===== config.mk =====
export PLATFORM = sky130hd
export DESIGN_NAME = rob_top
export DESIGN_NICKNAME = d
export VERILOG_FILES = /design/src/design/core_pkg.sv /design/src/design/rob_pkg.sv /design/src/design/rob_ptr_ctrl.sv /design/src/design/rob_table.sv /design/src/design/retire_select.sv /design/src/design/store_drain_fsm.sv /design/src/design/rob_top.sv
export VERILOG_INCLUDE_DIRS = /design/src /design/src/design
export SDC_FILE = /design/constraint.sdc
export NUM_CORES = 2
export LEC_CHECK = 0
export BUFFER_PORTS_ARGS = -buffer_cell sky130_fd_sc_hd__buf_2
export CAP_MARGIN = 20
export CORE_MARGIN = 10
export CORE_UTILIZATION = 45
export DETAILED_ROUTE_END_ITERATION = 8
export GPL_ROUTABILITY_DRIVEN = 0
export GPL_TIMING_DRIVEN = 0
export PLACE_DENSITY = 0.77
export SLEW_MARGIN = 20
export SYNTH_ARGS = -nofsm -noshare
export SYNTH_HDL_FRONTEND = slang
export SYNTH_SLANG_ARGS = --single-unit

===== constraint.sdc =====
create_clock -name clk -period 6.75 [get_ports clk]
set_clock_uncertainty 0.15 [all_clocks]
set_input_delay 1.0125 -clock clk [delete_from_list [all_inputs] [get_ports clk]]
set_output_delay 1.0125 -clock clk [all_outputs]
set_load 0.02 [all_outputs]

===== src/design/rob_cfg.svh =====
`ifndef ROB_CFG_SVH
`define ROB_CFG_SVH

// number of table entries as a power of two
`define ROB_DEPTH 8

// allocation and retire slots per cycle
`define MACHINE_WIDTH 2

// data and address width
`define DATA_W 32

`endif


===== src/design/core_pkg.sv =====
`include "rob_cfg.svh"

package core_pkg;

    // architectural register number
    typedef logic [4:0] reg_t;

    typedef logic [`DATA_W-1:0] word_t;

    // one slot of an allocation group
    typedef struct packed {
        logic       valid;
        reg_t       dst;
        logic       regwrite;
        logic       memwrite;
        logic [1:0] msize;
        word_t      pc;
    } alloc_instr_t;

    // result from the alu pipe
    typedef struct packed {
        logic                          valid;
        logic [$clog2(`ROB_DEPTH)-1:0] rob_addr;
        word_t                         data;
        logic                          exc;
        logic [4:0]                    exc_code;
    } alu_commit_t;

    // data is store data for a store, load result otherwise
    typedef struct packed {
        logic                          valid;
        logic [$clog2(`ROB_DEPTH)-1:0] rob_addr;
        word_t                         data;
        word_t                         addr;
        logic                          exc;
        logic [4:0]                    exc_code;
    } mem_commit_t;

    typedef struct packed {
        logic                          valid;
        reg_t                          dst;
        logic                          regwrite;
        word_t                         data;
        logic [$clog2(`ROB_DEPTH)-1:0] rob_addr;
    } retire_t;

    typedef struct packed {
        logic       wen;
        word_t      addr;
        logic [1:0] size;
        word_t      wd;
    } mem_write_t;

endpackage


===== src/design/rob_pkg.sv =====
`include "rob_cfg.svh"

package rob_pkg;

    // table index
    typedef logic [$clog2(`ROB_DEPTH)-1:0] rob_addr_t;

    // index with wrap bit on top
    typedef logic [$clog2(`ROB_DEPTH):0] rob_ptr_t;

    // occupancy, 0 up to ROB_DEPTH
    typedef logic [$clog2(`ROB_DEPTH):0] rob_count_t;

    // one table entry
    typedef struct packed {
        logic            complete;
        logic            exc;
        logic [4:0]      exc_code;
        core_pkg::reg_t  dst;
        logic            regwrite;
        logic            memwrite;
        logic [1:0]      msize;
        core_pkg::word_t pc;
        // alu result, load result or store data
        core_pkg::word_t data;
        // memory address of a load or store
        core_pkg::word_t addr;
    } rob_entry_t;

    // store drain controller
    typedef enum logic {
        ST_IDLE,
        ST_WRITE
    } store_state_t;

endpackage


===== src/design/rob_ptr_ctrl.sv =====
`timescale 1ns/1ps
`include "rob_cfg.svh"

module rob_ptr_ctrl (
    input  logic                clk,
    input  logic                reset,
    input  logic                flush,
    input  logic [1:0]          alloc_count,
    input  logic [1:0]          retire_count,
    output rob_pkg::rob_ptr_t   head,
    output rob_pkg::rob_ptr_t   tail,
    output rob_pkg::rob_count_t count,
    output logic                alloc_ready,
    output logic                empty
);
    import rob_pkg::*;

    rob_count_t free_space;

    // head follows retirement, tail follows allocation
    always_ff @(posedge clk) begin
        if (reset || flush) begin
            head <= '0;
            tail <= '0;
        end else begin
            head <= head + rob_ptr_t'(retire_count);
            tail <= tail + rob_ptr_t'(alloc_count);
        end
    end

    // wrap bit keeps the plain difference exact so full reads as ROB_DEPTH
    assign count = rob_count_t'(tail - head);

    assign free_space = rob_count_t'(`ROB_DEPTH) - count;

    // whole group or nothing
    assign alloc_ready = (free_space >= rob_count_t'(`MACHINE_WIDTH));

    assign empty = (count == '0);

endmodule


===== src/design/rob_table.sv =====
`timescale 1ns/1ps
`include "rob_cfg.svh"

module rob_table (
    input  logic                                          clk,
    input  logic                                          reset,
    input  logic                                          flush,
    input  rob_pkg::rob_ptr_t                             tail,
    input  core_pkg::alloc_instr_t [`MACHINE_WIDTH-1:0]   alloc_in,
    input  core_pkg::alu_commit_t                         alu_commit,
    input  core_pkg::mem_commit_t                         mem_commit,
    input  rob_pkg::rob_addr_t                            read_addr,
    output logic                                          read_ready,
    output core_pkg::word_t                               read_data,
    input  rob_pkg::rob_ptr_t                             head,
    output rob_pkg::rob_entry_t [`MACHINE_WIDTH-1:0]      head_entries
);
    import rob_pkg::*;

    rob_entry_t entries [`ROB_DEPTH];

    rob_addr_t [`MACHINE_WIDTH-1:0] alloc_slot_addr;
    rob_addr_t [`MACHINE_WIDTH-1:0] head_slot_addr;

    // slot i lands at tail + i, head view at head + i
    always_comb begin
        for (int i = 0; i < `MACHINE_WIDTH; i++) begin
            alloc_slot_addr[i] = rob_addr_t'(tail + rob_ptr_t'(i));
            head_slot_addr[i] = rob_addr_t'(head + rob_ptr_t'(i));
        end
    end

    always_ff @(posedge clk) begin
        if (reset || flush) begin
            // clear the status bits of every entry
            for (int j = 0; j < `ROB_DEPTH; j++) begin
                entries[j].complete <= 1'b0;
                entries[j].exc <= 1'b0;
            end
        end else begin
            for (int i = 0; i < `MACHINE_WIDTH; i++) begin
                if (alloc_in[i].valid) begin
                    entries[alloc_slot_addr[i]].complete <= 1'b0;
                    entries[alloc_slot_addr[i]].exc <= 1'b0;
                    entries[alloc_slot_addr[i]].dst <= alloc_in[i].dst;
                    entries[alloc_slot_addr[i]].regwrite <= alloc_in[i].regwrite;
                    entries[alloc_slot_addr[i]].memwrite <= alloc_in[i].memwrite;
                    entries[alloc_slot_addr[i]].msize <= alloc_in[i].msize;
                    entries[alloc_slot_addr[i]].pc <= alloc_in[i].pc;
                end
            end
            // commits only ever target allocated entries
            if (alu_commit.valid) begin
                entries[alu_commit.rob_addr].complete <= 1'b1;
                entries[alu_commit.rob_addr].data <= alu_commit.data;
                entries[alu_commit.rob_addr].exc <= alu_commit.exc;
                entries[alu_commit.rob_addr].exc_code <= alu_commit.exc_code;
            end
            if (mem_commit.valid) begin
                entries[mem_commit.rob_addr].complete <= 1'b1;
                entries[mem_commit.rob_addr].data <= mem_commit.data;
                entries[mem_commit.rob_addr].addr <= mem_commit.addr;
                entries[mem_commit.rob_addr].exc <= mem_commit.exc;
                entries[mem_commit.rob_addr].exc_code <= mem_commit.exc_code;
            end
        end
    end

    // operand read port
    assign read_ready = entries[read_addr].complete;
    assign read_data = entries[read_addr].data;

    // oldest entries for the retire logic
    always_comb begin
        for (int i = 0; i < `MACHINE_WIDTH; i++) begin
            head_entries[i] = entries[head_slot_addr[i]];
        end
    end

endmodule


===== src/design/retire_select.sv =====
`timescale 1ns/1ps
`include "rob_cfg.svh"

module retire_select (
    input  rob_pkg::rob_entry_t [`MACHINE_WIDTH-1:0] head_entries,
    input  rob_pkg::rob_ptr_t                        head,
    input  rob_pkg::rob_count_t                      count,
    input  logic                                     store_idle,
    output core_pkg::retire_t [`MACHINE_WIDTH-1:0]   retire_out,
    output logic [1:0]                               retire_count,
    output logic                                     store_accept,
    output core_pkg::mem_write_t                     store_req,
    output logic                                     exc_valid,
    output logic [4:0]                               exc_code,
    output core_pkg::word_t                          exc_pc
);
    import rob_pkg::*;

    rob_entry_t entry;
    rob_ptr_t   slot_ptr;

    // the first slot that fails ends the in-order group
    always_comb begin
        retire_out = '0;
        retire_count = 2'd0;
        store_accept = 1'b0;
        store_req = '0;
        entry = '0;
        slot_ptr = head;
        for (int i = 0; i < `MACHINE_WIDTH; i++) begin
            entry = head_entries[i];
            slot_ptr = head + rob_ptr_t'(i);
            // past the tail, still pending, or faulted
            if (rob_count_t'(i) >= count || !entry.complete || entry.exc) begin
                break;
            end
            // at most one store, and only into an idle drain
            if (entry.memwrite && (!store_idle || store_accept)) begin
                break;
            end
            retire_out[i].valid = 1'b1;
            retire_out[i].dst = entry.dst;
            retire_out[i].regwrite = entry.regwrite;
            retire_out[i].data = entry.data;
            retire_out[i].rob_addr = rob_addr_t'(slot_ptr);
            if (entry.memwrite) begin
                store_accept = 1'b1;
                store_req.wen = 1'b1;
                store_req.addr = entry.addr;
                store_req.size = entry.msize;
                store_req.wd = entry.data;
            end
            retire_count = retire_count + 2'd1;
        end
    end

    // a faulted head blocks retirement until flush
    assign exc_valid = head_entries[0].complete && head_entries[0].exc;
    assign exc_code = head_entries[0].exc_code;
    assign exc_pc = head_entries[0].pc;

endmodule


===== src/design/store_drain_fsm.sv =====
`timescale 1ns/1ps
`include "rob_cfg.svh"

module store_drain_fsm (
    input  logic                 clk,
    input  logic                 reset,
    input  logic                 flush,
    input  logic                 store_accept,
    input  core_pkg::mem_write_t store_req,
    input  logic                 d_data_ok,
    output logic                 store_idle,
    output core_pkg::mem_write_t mem_write
);
    import core_pkg::*;
    import rob_pkg::*;

    store_state_t state;
    store_state_t state_next;

    // the store being written
    mem_write_t pending;

    always_comb begin
        state_next = state;
        case (state)
            ST_IDLE: begin
                if (store_accept) begin
                    state_next = ST_WRITE;
                end
            end
            ST_WRITE: begin
                // memory took the write
                if (d_data_ok) begin
                    state_next = ST_IDLE;
                end
            end
            default: begin
                state_next = ST_IDLE;
            end
        endcase
    end

    // flush drops a write still in flight
    always_ff @(posedge clk) begin
        if (reset || flush) begin
            state <= ST_IDLE;
        end else begin
            state <= state_next;
        end
    end

    always_ff @(posedge clk) begin
        if (state == ST_IDLE && store_accept) begin
            pending <= store_req;
        end
    end

    assign store_idle = (state == ST_IDLE);

    // address, size and data stay put while wen is high
    always_comb begin
        mem_write = pending;
        mem_write.wen = (state == ST_WRITE);
    end

endmodule


===== src/design/rob_top.sv =====
`timescale 1ns/1ps
`include "rob_cfg.svh"

module rob_top (
    input  logic                                        clk,
    input  logic                                        reset,
    input  logic                                        flush,
    input  core_pkg::alloc_instr_t [`MACHINE_WIDTH-1:0] alloc_in,
    output logic                                        alloc_ready,
    output rob_pkg::rob_addr_t                          alloc_addr,
    input  core_pkg::alu_commit_t                       alu_commit,
    input  core_pkg::mem_commit_t                       mem_commit,
    input  rob_pkg::rob_addr_t                          read_addr,
    output logic                                        read_ready,
    output core_pkg::word_t                             read_data,
    output core_pkg::retire_t [`MACHINE_WIDTH-1:0]      retire_out,
    output logic                                        exc_valid,
    output logic [4:0]                                  exc_code,
    output core_pkg::word_t                             exc_pc,
    output core_pkg::mem_write_t                        mem_write,
    input  logic                                        d_data_ok
);
    import core_pkg::*;
    import rob_pkg::*;

    rob_ptr_t   head;
    rob_ptr_t   tail;
    rob_count_t count;
    logic [1:0] alloc_count;
    logic [1:0] retire_count;
    logic       rob_empty;
    logic       head_exc;
    logic       store_idle;
    logic       store_accept;
    mem_write_t store_req;

    rob_entry_t [`MACHINE_WIDTH-1:0] head_entries;

    // valid slots are packed from slot 0
    always_comb begin
        alloc_count = 2'd0;
        for (int i = 0; i < `MACHINE_WIDTH; i++) begin
            if (alloc_in[i].valid) begin
                alloc_count = alloc_count + 2'd1;
            end
        end
    end

    assign alloc_addr = rob_addr_t'(tail);

    // nothing to report from an empty buffer
    assign exc_valid = head_exc && !rob_empty;

    rob_ptr_ctrl rob_ptr_ctrl_inst (
        .clk          (clk),
        .reset        (reset),
        .flush        (flush),
        .alloc_count  (alloc_count),
        .retire_count (retire_count),
        .head         (head),
        .tail         (tail),
        .count        (count),
        .alloc_ready  (alloc_ready),
        .empty        (rob_empty)
    );

    rob_table rob_table_inst (
        .clk          (clk),
        .reset        (reset),
        .flush        (flush),
        .tail         (tail),
        .alloc_in     (alloc_in),
        .alu_commit   (alu_commit),
        .mem_commit   (mem_commit),
        .read_addr    (read_addr),
        .read_ready   (read_ready),
        .read_data    (read_data),
        .head         (head),
        .head_entries (head_entries)
    );

    retire_select retire_select_inst (
        .head_entries (head_entries),
        .head         (head),
        .count        (count),
        .store_idle   (store_idle),
        .retire_out   (retire_out),
        .retire_count (retire_count),
        .store_accept (store_accept),
        .store_req    (store_req),
        .exc_valid    (head_exc),
        .exc_code     (exc_code),
        .exc_pc       (exc_pc)
    );

    store_drain_fsm store_drain_fsm_inst (
        .clk          (clk),
        .reset        (reset),
        .flush        (flush),
        .store_accept (store_accept),
        .store_req    (store_req),
        .d_data_ok    (d_data_ok),
        .store_idle   (store_idle),
        .mem_write    (mem_write)
    );

endmodule


==> run summary <==
GRT Total Usage - 26.9%
Clk pwr share - 42.4%
CP required - 5.59 ns
count of cell types in the netlist - 57
Sw Ratio - 23.5%
maximum root-to-sink buffer count - 3
first-pass GRT wire length - 258000 um
final wirelength - 183000 um
Mapped Area - 52700 um2
vias in the first global route - 36739
CTS H-Tree Depth - 3
CTS buffer count - 99
wire per inst - 31.3 um
Detailed Route Iter0 Violations - 5877
Final Hold Fails - 0
Avg Inst Size Synth - 14.3 um2
crit path DAT - 5.35 ns
CTS tree - done
Core ar. - 116000 um2
antenna-violating nets left - 0
worst rel slew slack - 20.6%
Vias per Instance - 6.40
GR Overflow Total - 0
Final #Nets - 4392
VDD IR max - 214 uV
ys async rst share - 0%
initial antenna violation count - 93
status - finished, final reports clean
Synth Warn # - 0
worst setup margin - 0.241 ns
Final Util - 52.2%
RSZ-0062 raised after global routing - false
Int Pwr - 10200 uW
Post-DP HPWL - 124000 um
PortBufs - 354
CP Capture Type - output port
crit path max fanout - 24
slowest stage delay, CP - 0.69 ns
Power Density - 219 nW/um2
flops & latches, synth - 971
Reg clk slew, reported paths - 0.06 ns
DRC - 0
die area - 131000 um2
leakage power - 0.0216 uW
via count - 37295
fraction of layout cells with a size suffix above 1 - 37.6%
sequential area share after synthesis - 55.0%
CP Cell Sequence - buf_6 > buf_2 > inv_1 > ha_1 > and3b_1 > or3_1 > nand4_1 > nand2_1 > buf_2 > nor4b_2 > buf_2
CTS root buf - clkbuf_16
Reg area - 29000 um2
Final Slew Violations - 0
Startpoint Class - flip-flop
Comb pwr share - 6.8%
Final Critical Period - 6.51 ns
cells after synthesis - 3683
Max Freq - 154 MHz
min-delay worst type - flip-flop to flip-flop
worst hold margin - 0.372 ns
Top cell by count, worst path - buf_2
sequential share of power - 50.8%
Tcrit/Tclk final - 96.4%
EDFF count, synth - 954
Chip Width - 362 um
synthesis-to-finish area growth - 15.1%
Setup TNS - 0 ns
I/O Pins - 433
max cap viols - 0
syn_nets - 3906
dominant synthesized flop cell - edfxtp_1
pin count of the biggest net entering global routing - 42
critical path's slowest cell - nor4b_2
Setup WS pre-CTS - -0.823 ns
critical path class - flip-flop to output port
Num Clock Sinks - 971
fillcell total - 9451
Setup Fix Bufs, Post-CTS - 0
DR pass1 iterations - 8
initial core utilization - 45.3%
multi-input logic area - 22200 um2
Worst-Skew Late Latency - 0.73 ns
# setup viols final - 0
die height - 362 um
Switch Pwr - 3130 uW
row count - 125
pin slew with the least headroom to its limit - 1.19 ns
-- worst paths after layout --
path	startpoint	endpoint	slack, ns	cells after the start
hold reg to reg	rob_table_inst.entries[1][111]	rob_table_inst.entries[1][111]	0.37	1
setup / recovery	rob_ptr_ctrl_inst.head[1]	retire_out[71]	0.24	11
setup reg to reg	rob_ptr_ctrl_inst.head[1]	rob_ptr_ctrl_inst.head[2]	1.56	15
hold / removal	rob_table_inst.entries[1][111]	rob_table_inst.entries[1][111]	0.37	1
-- Yosys cell counts, types with 2 or more instances --
master	count	share of area (%)
inv_1	24	0.17
a21o_1	10	0.14
clkbuf_1	143	1.0
mux2i_4	2	0.085
o21bai_1	2	0.028
buf_4	20	0.28
nor4b_1	14	0.23
edfxtp_1	954	54
mux2_2	363	7.7
nor3_1	7	0.066
and2_1	5	0.059
o32ai_2	39	1.2
mux4_2	437	19
buf_1	64	0.46
nor2_1	56	0.40
nor3_2	2	0.038
o22ai_1	11	0.13
mux2i_1	129	2.4
clkbuf_2	20	0.19
nand2_1	1049	7.5
nor4b_2	25	0.71
xnor2_1	5	0.083
nor3b_1	2	0.028
a31oi_1	4	0.047
o31ai_1	2	0.028
dfxtp_1	17	0.65
nand3_1	29	0.28
and3_1	4	0.047
nand3b_1	2	0.028
fa_1	3	0.11
o32ai_1	16	0.27
ha_1	13	0.31
or2b_1	2	0.028
a21oi_1	63	0.60
or2_2	3	0.036
o21ai_0	8	0.076
xor2_1	6	0.10
nand2b_1	6	0.071
buf_2	93	0.88
buf_6	8	0.17
nor2b_1	5	0.059
-- critical path, delay by kind of cell (launching register included) --
kind / cells / cell delay [ns]
buffers and inverters: 5 / 1.81
DFF: 1 / 0.45
adders and majority gates: 1 / 0.35
and+or+nand+nor: 5 / 2.00
-- power by group through the flow --
stage                     combinational (uW)  sequential (uW)  clock, uW
after floorplan                          549             6880          0
after global placement                   832             6890          0
after detailed placement                 874             6890          0
after CTS                                882             6770       5640
after global routing                     960             6770       5880
final                                    902             6770       5650
-- cells by family after synthesis --
logic type	after synthesis	synth area share, %
AO/OA/AOI/OAI	161	2.64
XOR/XNOR	11	0.183
adder cells (fa/ha/maj)	16	0.422
buffers and inverters	374	3.19
flip-flops	971	55.0
multiplexers	931	28.9
AND/OR/NAND/NOR	1219	9.67
-- per-layer routing --
layer	global-route usage (%)	vias to the layer above	wire, um
li1	-	15126	-
met1	32.3	18417	61400
met2	40.9	3037	83200
met3	10.7	641	26600
met4	15.5	74	11100
met5	0.777	-	481
-- sequential cells by signal (all words and copies together) (netlist names) --
signal	cells
rob_table_inst.entries	896
store_drain_fsm_inst.mem_write	66
store_drain_fsm_inst.state	1
rob_ptr_ctrl_inst.head	4
rob_ptr_ctrl_inst.tail	4
-- layout make-up --
| cell class | instances | area share [%] |
|---|---|---|
| Multi-Input combinational cell | 2338 | 36.6 |
| Inverter | 26 | 0.194 |
| Antenna cell | 50 | 0.206 |
| Clock inverter | 72 | 1.23 |
| Clock buffer | 114 | 4.17 |
| Buffer | 345 | 2.66 |
| Timing Repair Buffer | 388 | 3.99 |
| Tap cell | 1524 | 3.14 |
| Sequential cell | 971 | 47.8 |
-- placed cells by master, fill, tap and decap left out, drive strengths merged, types with 2 or more instances in the layout --
cell	count
a211oi	2
a21o	10
a21oi	64
a31oi	4
and2	5
and3	4
buf	572
bufinv	10
clkbuf	275
clkinv	52
clkinvlp	7
dfxtp	17
diode	50
edfxtp	954
fa	3
ha	13
inv	29
mux2	363
mux2i	131
mux4	437
nand2	1050
nand2b	6
nand3	30
nand3b	2
nor2	56
nor2b	5
nor3	9
nor3b	2
nor4b	39
o21ai	9
o21bai	2
o22ai	11
o31ai	2
o32ai	55
or2	3
or2b	2
xnor2	5
xor2	6
-- per-stage QoR --
| stage | cells | instance area, um2 | total power (uW) |
|---|---|---|---|
| final | 5828 | 60700 | 13300 |
| after global routing | 5812 | 60700 | 13600 |
| after CTS | 5778 | 60500 | 13300 |
| after detailed placement | 5593 | 57200 | 7770 |
| after global placement | 5561 | 56400 | 7720 |
| after floorplan | 3683 | 52700 | 7430 |
-- repair_timing --
action | in CTS | in global routing
endpoints found under the hold margin | 0 | 0
hold buffers | 0 | 0
setup endpoints to repair | 103 | 58
gates resized for setup | 14 | 4
(Power assumes the default switching activity.)
